**config.mk**
```make
export PLATFORM = sky130hd
export DESIGN_NAME = iCacheTop
export DESIGN_NICKNAME = d
export VERILOG_FILES = /design/src/iCachePkg.sv /design/src/iCacheCtrl.sv /design/src/iCacheSram.sv /design/src/iCacheTop.sv
export SDC_FILE = /design/constraint.sdc
export NUM_CORES = 2
export LEC_CHECK = 0
export BUFFER_PORTS_ARGS = -buffer_cell sky130_fd_sc_hd__buf_2
export CAP_MARGIN = 20
export CORE_ASPECT_RATIO = 1.2
export CORE_UTILIZATION = 45
export CTS_BUF_LIST = sky130_fd_sc_hd__clkbuf_4
export CTS_CLUSTER_SIZE = 28
export DETAILED_ROUTE_END_ITERATION = 7
export PLACE_DENSITY = 0.66
export SLEW_MARGIN = 40
export SYNTH_ARGS = -nofsm -noshare
export SYNTH_HDL_FRONTEND = slang
export SYNTH_HIERARCHICAL = 1
export SYNTH_SLANG_ARGS = --single-unit
```
**constraint.sdc**
```tcl
create_clock -name clk -period 24.6 [get_ports clk]
set_input_delay 4.92 -clock clk [delete_from_list [all_inputs] [get_ports clk]]
set_output_delay 4.92 -clock clk [all_outputs]
set_load 0.03 [all_outputs]
```
**src/iCachePkg.sv**
```systemverilog
// Instruction cache package with shared geometry and the widths derived from it
`default_nettype none

package iCachePkg;

        // One instruction word
        localparam int WordBits = 32;

        // Words held by one cache block
        localparam int BlockWords = 4;

        // Full block as seen on the fill and lookup paths
        localparam int BlockBits = WordBits * BlockWords;

        // Word select within a block, 2 bits for 4 words
        localparam int OffsetBits = $clog2(BlockWords);

        // Word address from the core
        localparam int AddrBits = 10;

        // Block address is tag and set index together
        localparam int BlockAddrBits = AddrBits - OffsetBits;

        // Default shape, the top level may override it
        localparam int DefNumSets = 2;
        localparam int DefNumWays = 4;

        // Largest shape the arrays and LRU ages are sized for
        localparam int MaxSets = 8;
        localparam int MaxWays = 8;

        // Set index and tag split for the default shape
        // Modules redo this split from their own NumSets
        localparam int DefSetBits = $clog2(DefNumSets);
        localparam int DefTagBits = BlockAddrBits - DefSetBits;

endpackage

`default_nettype wire

```
**src/iCacheCtrl.sv**
```systemverilog
// Instruction fetch controller with cache lookup, miss request, block fill and word select
`timescale 1ns/100ps
`default_nettype none

module iCacheCtrl
        import iCachePkg::*;
#(
        parameter int NumSets = DefNumSets,
        parameter int NumWays = DefNumWays
) (
        input  logic                     clk,
        input  logic                     arstN,
        input  logic                     fetchReq,
        input  logic [AddrBits-1:0]      fetchAddr,
        output logic                     fetchReady,
        output logic                     instrValid,
        output logic [WordBits-1:0]      instr,
        output logic                     instrHit,
        output logic                     ren,
        output logic                     memWen,
        output logic [BlockAddrBits-1:0] blockAddr,
        output logic [BlockBits-1:0]     dataIn,
        input  logic                     hit,
        input  logic [BlockBits-1:0]     dataOut,
        output logic                     memReq,
        output logic [BlockAddrBits-1:0] memBlockAddr,
        input  logic                     memValid,
        input  logic [BlockBits-1:0]     memData
);

        typedef enum logic [2:0] {
                Idle,
                Lookup,
                Miss,
                Fill,
                Relookup
        } stateT;

        stateT state;

        // Lookup spends one cycle on ren and one on the SRAM result
        logic probed;

        // Set once the current fetch has missed
        logic missQ;

        // Fetch address and the block returned by memory
        logic [AddrBits-1:0]  addrQ;
        logic [BlockBits-1:0] memBlock;

        logic                 accept;
        logic                 respond;
        logic [BlockBits-1:0] selBlock;
        logic [WordBits-1:0]  wordSel;

        // Geometry limits, at least one set-index bit is needed
        if (NumSets < 2 || NumSets > MaxSets || (NumSets & (NumSets - 1)) != 0) begin : gBadSets
                $error("iCacheCtrl: NumSets must be a power of two from 2 to %0d", MaxSets);
        end
        if (NumWays < 2 || NumWays > MaxWays) begin : gBadWays
                $error("iCacheCtrl: NumWays must be from 2 to %0d", MaxWays);
        end

        assign fetchReady = (state == Idle);
        assign accept     = fetchReq && fetchReady;

        // SRAM side
        assign ren       = (state == Lookup && !probed) || (state == Relookup);
        assign memWen    = (state == Fill);
        assign blockAddr = addrQ[AddrBits-1:OffsetBits];
        assign dataIn    = memBlock;

        // Memory side, held steady for the whole miss
        assign memReq       = (state == Miss);
        assign memBlockAddr = addrQ[AddrBits-1:OffsetBits];

        // Result on a probed hit or at the end of a miss
        assign respond = (state == Lookup && probed && hit) || (state == Relookup);

        // A miss returns the word straight from the fetched block
        assign selBlock = (state == Relookup) ? memBlock : dataOut;
        assign wordSel  = selBlock[addrQ[OffsetBits-1:0] * WordBits +: WordBits];

        // Fetch FSM
        always_ff @(posedge clk or negedge arstN) begin
                if (!arstN) begin
                        state      <= Idle;
                        probed     <= 1'b0;
                        missQ      <= 1'b0;
                        instrValid <= 1'b0;
                end else begin
                        instrValid <= respond;
                        case (state)
                                Idle: begin
                                        if (accept) begin
                                                state  <= Lookup;
                                                probed <= 1'b0;
                                                missQ  <= 1'b0;
                                        end
                                end
                                Lookup: begin
                                        probed <= 1'b1;
                                        // SRAM result is valid once probed
                                        if (probed) begin
                                                state <= hit ? Idle : Miss;
                                                missQ <= !hit;
                                        end
                                end
                                Miss: begin
                                        if (memValid) begin
                                                state <= Fill;
                                        end
                                end
                                Fill: begin
                                        state <= Relookup;
                                end
                                Relookup: begin
                                        state <= Idle;
                                end
                                default: begin
                                        state <= Idle;
                                end
                        endcase
                end
        end

        // Address, fill block and result word
        always_ff @(posedge clk) begin
                if (accept) begin
                        addrQ <= fetchAddr;
                end
                if (state == Miss && memValid) begin
                        memBlock <= memData;
                end
                if (respond) begin
                        instr    <= wordSel;
                        instrHit <= !missQ;
                end
        end

        // Core waits for fetchReady before the next fetch
        assert property (@(posedge clk) disable iff (!arstN) fetchReq |-> fetchReady)
                else $error("iCacheCtrl: fetchReq while not ready");

        // Memory only answers an open request
        assert property (@(posedge clk) disable iff (!arstN) memValid |-> memReq)
                else $error("iCacheCtrl: memValid without memReq");

endmodule

`default_nettype wire

```
**src/iCacheSram.sv**
```systemverilog
// Set-associative instruction cache arrays with registered lookup, block fill and true LRU
`timescale 1ns/100ps
`default_nettype none

module iCacheSram
        import iCachePkg::*;
#(
        parameter int NumSets = DefNumSets,
        parameter int NumWays = DefNumWays
) (
        input  logic                     clk,
        input  logic                     arstN,
        input  logic                     ren,
        input  logic                     memWen,
        input  logic [BlockAddrBits-1:0] blockAddr,
        input  logic [BlockBits-1:0]     dataIn,
        output logic                     hit,
        output logic [BlockBits-1:0]     dataOut
);

        // Block address split into tag and set index
        localparam int SetBits = $clog2(NumSets);
        localparam int TagBits = BlockAddrBits - SetBits;

        // Way number, also the width of an LRU age
        localparam int WayBits = $clog2(NumWays);

        // Valid bits and ages are control state
        logic [NumWays-1:0] validMem [NumSets];
        // Age 0 is the most recently used way
        logic [WayBits-1:0] ageMem [NumSets][NumWays];

        // Tag and data arrays
        logic [TagBits-1:0]   tagMem  [NumSets][NumWays];
        logic [BlockBits-1:0] dataMem [NumSets][NumWays];

        logic [SetBits-1:0] setIdx;
        logic [TagBits-1:0] tagIdx;

        // Parallel compare results
        logic [NumWays-1:0] matchVec;
        logic               anyMatch;
        logic [WayBits-1:0] matchWay;

        // Lowest invalid way of the set
        logic               anyFree;
        logic [WayBits-1:0] freeWay;

        // Oldest valid way of the set
        logic [WayBits-1:0] lruWay;
        logic [WayBits-1:0] lruAge;

        // Fill target and the age that sets which ways grow older
        logic [WayBits-1:0] victimWay;
        logic [WayBits-1:0] refAge;

        assign setIdx = blockAddr[SetBits-1:0];
        assign tagIdx = blockAddr[BlockAddrBits-1:SetBits];

        // Tag compare across all ways of the addressed set
        always_comb begin
                matchVec = '0;
                matchWay = '0;
                anyFree  = 1'b0;
                freeWay  = '0;
                // Scan downward so the lowest way wins
                for (int w = NumWays - 1; w >= 0; w--) begin
                        matchVec[w] = validMem[setIdx][w] && (tagMem[setIdx][w] == tagIdx);
                        if (matchVec[w]) begin
                                matchWay = WayBits'(w);
                        end
                        if (!validMem[setIdx][w]) begin
                                anyFree = 1'b1;
                                freeWay = WayBits'(w);
                        end
                end
        end

        assign anyMatch = |matchVec;

        // Oldest way, ages of valid ways are all distinct
        always_comb begin
                lruWay = '0;
                lruAge = '0;
                for (int w = 0; w < NumWays; w++) begin
                        if (ageMem[setIdx][w] > lruAge) begin
                                lruAge = ageMem[setIdx][w];
                                lruWay = WayBits'(w);
                        end
                end
        end

        // Victim is the matching way, then a free way, then the LRU way
        always_comb begin
                if (anyMatch) begin
                        victimWay = matchWay;
                end else if (anyFree) begin
                        victimWay = freeWay;
                end else begin
                        victimWay = lruWay;
                end
                // A free victim ages every valid way of the set
                refAge = validMem[setIdx][victimWay] ? ageMem[setIdx][victimWay]
                                                     : WayBits'(NumWays - 1);
        end

        // Lookup result
        always_ff @(posedge clk or negedge arstN) begin
                if (!arstN) begin
                        hit <= 1'b0;
                end else begin
                        // Hit holds until the next lookup
                        if (ren) begin
                                hit <= anyMatch;
                        end
                end
        end

        // Lookup payload
        always_ff @(posedge clk) begin
                if (ren) begin
                        dataOut <= dataMem[setIdx][matchWay];
                end
        end

        // Block fill into the victim way
        always_ff @(posedge clk) begin
                if (memWen) begin
                        tagMem[setIdx][victimWay]  <= tagIdx;
                        dataMem[setIdx][victimWay] <= dataIn;
                end
        end

        // Valid bits and true LRU ages
        always_ff @(posedge clk or negedge arstN) begin
                if (!arstN) begin
                        for (int s = 0; s < NumSets; s++) begin
                                validMem[s] <= '0;
                                for (int w = 0; w < NumWays; w++) begin
                                        ageMem[s][w] <= '0;
                                end
                        end
                end else if (memWen) begin
                        validMem[setIdx][victimWay] <= 1'b1;
                        for (int w = 0; w < NumWays; w++) begin
                                if (WayBits'(w) == victimWay) begin
                                        ageMem[setIdx][w] <= '0;
                                end else if (validMem[setIdx][w] &&
                                             ageMem[setIdx][w] < refAge) begin
                                        ageMem[setIdx][w] <= ageMem[setIdx][w] + 1'b1;
                                end
                        end
                end else if (ren && anyMatch) begin
                        // Ways younger than the hit way move one step older
                        for (int w = 0; w < NumWays; w++) begin
                                if (WayBits'(w) == matchWay) begin
                                        ageMem[setIdx][w] <= '0;
                                end else if (validMem[setIdx][w] &&
                                             ageMem[setIdx][w] < ageMem[setIdx][matchWay]) begin
                                        ageMem[setIdx][w] <= ageMem[setIdx][w] + 1'b1;
                                end
                        end
                end
        end

        // Controller never overlaps a lookup with a fill
        assert property (@(posedge clk) disable iff (!arstN) !(ren && memWen))
                else $error("iCacheSram: ren and memWen high together");

        // A tag lives in at most one way of a set
        for (genvar s = 0; s < NumSets; s++) begin : gSetChk
                for (genvar a = 0; a < NumWays; a++) begin : gWayA
                        for (genvar b = a + 1; b < NumWays; b++) begin : gWayB
                                assert property (@(posedge clk) disable iff (!arstN)
                                        !(validMem[s][a] && validMem[s][b] &&
                                          tagMem[s][a] == tagMem[s][b]))
                                        else $error("iCacheSram: duplicate tag in set %0d", s);
                        end
                end
        end

endmodule

`default_nettype wire

```
**src/iCacheTop.sv**
```systemverilog
// Instruction cache top level joining the fetch controller and the cache arrays
`timescale 1ns/100ps
`default_nettype none

module iCacheTop
        import iCachePkg::*;
#(
        parameter int NumSets = DefNumSets,
        parameter int NumWays = DefNumWays
) (
        input  logic                     clk,
        input  logic                     arstN,
        // Fetch side
        input  logic                     fetchReq,
        input  logic [AddrBits-1:0]      fetchAddr,
        output logic                     fetchReady,
        // Result side
        output logic                     instrValid,
        output logic [WordBits-1:0]      instr,
        output logic                     instrHit,
        // Instruction memory side
        output logic                     memReq,
        output logic [BlockAddrBits-1:0] memBlockAddr,
        input  logic                     memValid,
        input  logic [BlockBits-1:0]     memData
);

        // Controller to arrays
        logic                     ren;
        logic                     memWen;
        logic [BlockAddrBits-1:0] blockAddr;
        logic [BlockBits-1:0]     dataIn;

        // Arrays to controller
        logic                     hit;
        logic [BlockBits-1:0]     dataOut;

        iCacheCtrl #(
                .NumSets (NumSets),
                .NumWays (NumWays)
        ) u_ctrl (
                .clk          (clk),
                .arstN        (arstN),
                .fetchReq     (fetchReq),
                .fetchAddr    (fetchAddr),
                .fetchReady   (fetchReady),
                .instrValid   (instrValid),
                .instr        (instr),
                .instrHit     (instrHit),
                .ren          (ren),
                .memWen       (memWen),
                .blockAddr    (blockAddr),
                .dataIn       (dataIn),
                .hit          (hit),
                .dataOut      (dataOut),
                .memReq       (memReq),
                .memBlockAddr (memBlockAddr),
                .memValid     (memValid),
                .memData      (memData)
        );

        iCacheSram #(
                .NumSets (NumSets),
                .NumWays (NumWays)
        ) u_sram (
                .clk       (clk),
                .arstN     (arstN),
                .ren       (ren),
                .memWen    (memWen),
                .blockAddr (blockAddr),
                .dataIn    (dataIn),
                .hit       (hit),
                .dataOut   (dataOut)
        );

endmodule

`default_nettype wire

```
==> results.toml <==
[run_status]
outcome = "completed"

[synth]
syn-num-nets = 3248
synth_edf_count = 1379
ys_seq_area_share_pct = 75.5
yosys_warnings = 6
synth_area_sq_mm = 0.0559
ys.flop_type = "edfxtp_1"
ys_seq_elements = 1410
async_flop_share_pct = 2.20
synthCells = 3092
synth_cell_types = 81
synth_area_per_cell_sq_um = 18.1

[route]
drt-initial-drc-count = 2312
first_pass_iters = 6
vias = 29700
wl_per_cell_um = 24.4
drc = 0
antenna_left = 0
finalWirelength_um = 132000
routed_via_density = 5.50

[clocking]
cts-root-buf = "clkbuf_4"
htreeDepth = 5
holdBufCountCts = 0
cts_buffers = 362
clk_latency_ps = 1210
cts.sinks = 1410
post_cts_buffers = 0
cts_tree = "done"
cts_resized = 0
clk_pin_slew_worst_paths_ps = 70
clk_path_buf_depth = 4

[power_and_ir_drop]
power_density_mw_per_mm2 = 94.2
p_leak_uw = 0.0225
vdd_drop_max_v = 0.0000793

[flow_run]
maxCapViolCount = 0

[layout]
drive_above_1_share_pct = 31.0
multi_input_area_sq_mm = 0.0128
fin_nets = 3681
final_util_pct = 51.3
postLayoutCellArea_sq_mm = 0.0632
layout.area.seq_sq_mm = 0.0422
nFillCells = 10200
syn_to_final_growth_pct = 13.1

[sta]
hold_viol = 0
hold_slack_ps = 471
fin_crit_sh_pct = 32.9
max_freq_ghz = 0.123
worst_slew_pin_slew_ps = 860
grt_setup_unrepaired = "no"
final.setup.tns_ps = 0
slew_headroom_pct = 42.6
finalSetupViolCount = 0
drv_slew = 0
finalClockSkew_ps = 98.2
period_minus_slack_ps = 8100

[min_path]
min_from = "u_sram/validMem[4]"
holdPathStages = 1
hold_class = "reg2reg"
holdPathEnd = "u_sram/validMem[4]"

[die]
die_w_um = 324
initial_utilization_pct = 45.4
dieHeight_um = 388
placementRows = 141
die_area_sq_mm = 0.126
io_pins = 186
coreArea_sq_mm = 0.123

[worst_setup_path]
crit_type = "reg2reg"
cp-end-kind = "flop"
critPathRequiredTime_ps = 25360
cp_max_fo = 53
reg2reg_to = "u_sram/dataMem[0][98]"
reg2reg_depth = 21
cp-start-kind = "flop"
reg2reg_from = "u_ctrl/addrQ[2]"
worstPathArrival_ps = 8860
r2r_slack_ps = 16500
crit_path_start = "u_ctrl/addrQ[2]"

[global_routing]
antenna_found_initial = 8
grt_max_degree = 87
grt_pass1_wl_um = 194000
gr-total-overflow = 0
grt_pass1_vias = 30800
track_usage_pct = 21.1

[placed_design]
hpwl_um = 74200
gp_congestion = 0.871
dpl-instance-area_sq_mm = 0.0588
io_buffers = 185
[through the flow]
step           cells  worst slack (ps)  power [uW]
6_report        5403             16500        5950
5_1_grt         5403             16110        6230
4_1_cts         5402             16270        6020
3_5_place_dp    4805             16330        4130
3_3_place_gp    4790             16100        4100
2_1_floorplan   3092             13660        3810
[Yosys cell counts (8+ instances only)]
master | count | share of area, %
or2_2 | 10 | 0.11
ha_1 | 14 | 0.31
a21oi_1 | 80 | 0.72
o21ai_0 | 18 | 0.16
mux4_2 | 32 | 1.3
nand3_1 | 12 | 0.11
buf_6 | 19 | 0.38
xnor2_1 | 24 | 0.38
nand2b_1 | 9 | 0.10
o221ai_1 | 70 | 1.1
buf_1 | 17 | 0.11
mux2_1 | 76 | 1.5
inv_1 | 19 | 0.13
dfrtp_1 | 31 | 1.4
mux2_2 | 311 | 6.3
clkbuf_1 | 111 | 0.75
edfxtp_1 | 1379 | 74
a21o_1 | 70 | 0.94
buf_4 | 16 | 0.22
o22ai_1 | 65 | 0.73
nor4_1 | 8 | 0.090
mux2i_1 | 288 | 5.2
nor2_1 | 42 | 0.28
nand2_1 | 233 | 1.6
xor2_1 | 8 | 0.13
nor3_1 | 14 | 0.13
o211ai_1 | 9 | 0.12
[kinds of logic (layout without fill, tap and decap cells)]
family | count (synthesis) | after routing | synth area share [%]
adder cells (fa/ha/maj) | 15 | 15 | 0.334
flip-flops | 1410 | 1410 | 75.5
buffers and inverters | 193 | 859 | 1.78
XOR/XNOR | 32 | 32 | 0.502
other | 0 | 1 | 0
AND/OR/NAND/NOR | 368 | 368 | 2.92
multiplexers | 710 | 710 | 14.3
AO/OA/AOI/OAI | 364 | 364 | 4.62
[critical path, stage by stage (launching register included)]
cell      delay [ps]
edfxtp_1         850
buf_4            740
mux2i_1          480
inv_1            220
ha_1             280
or2_2            310
a31oi_1          260
ha_1             270
nor2b_1          140
nor2_1           130
mux2_2           350
ha_1             280
nand2_1           60
o21ai_0          100
a31oi_1          180
o21ai_0          100
a211oi_1         540
o21ai_1          330
nor2_4           160
buf_6            480
buf_6            620
buf_4            670
[cell usage in the layout (no fill, tap or decap), types with 18 or more instances in the layout]
cell,count
a21oi_1,78
o221ai_1,70
mux2_2,311
xnor2_1,24
clkbuf_4,513
edfxtp_1,1379
o22ai_1,65
mux2_1,76
nand2_1,232
mux2i_1,288
buf_6,19
nor2_1,32
mux4_2,32
dfrtp_1,31
buf_2,185
inv_1,19
clkinv_1,62
buf_4,18
a21o_1,70
[metal layers]
metal	routed length [um]	part of all wire [%]	vias up	GRT usage (%)
met5	24	0.018	-	0
met4	3010	2.3	4	7.43
met3	8130	6.2	180	4.67
met2	66100	50	1051	35.2
met1	54500	41	15200	27.1
li1	-	-	13300	-
[flip-flops by register name, indices dropped and copies added, names as in the netlist]
signal / count
u_ctrl/addrQ: 10
u_ctrl/dataIn: 128
u_ctrl/instr: 32
u_ctrl/instrHit: 1
u_ctrl/instrValid: 1
u_ctrl/missQ: 1
u_ctrl/probed: 1
u_ctrl/state: 3
u_sram/ageMem: 16
u_sram/dataMem: 1024
u_sram/dataOut: 128
u_sram/hit: 1
u_sram/tagMem: 56
u_sram/validMem: 8
[worst max-delay path by stage]
stage,to,slack [ps],cells after the start
after floorplan,u_sram/validMem[7],13660,28
after global placement,u_sram/dataMem[0][488],16100,22
after detailed placement,u_sram/dataMem[0][71],16330,21
after CTS,u_sram/dataMem[0][57],16270,21
after global routing,u_sram/dataMem[0][57],16110,21
final,u_sram/dataMem[0][98],16500,21
[where the power goes]
| part | leakage [uW] | switching, uW | total [uW] | internal, uW |
|---|---|---|---|---|
| Clock | 0.00259 | 888 | 1880 | 993 |
| Combinational | 0.00701 | 614 | 996 | 382 |
| Sequential | 0.0129 | 128 | 3080 | 2950 |
| Total | 0.0225 | 1630 | 5950 | 4320 |
[area by class of cell]
type | instances | share of cell area [%]
multi-input cells | 1489 | 20.3
clock inverters | 84 | 0.697
well taps | 1644 | 3.26
flip-flops and latches | 1410 | 66.8
diodes | 1 | 0.00396
inverters | 20 | 0.119
repair buffers | 242 | 2.75
clock buffers | 513 | 6.10
Note: power is estimated with default switching activity, not from simulation.
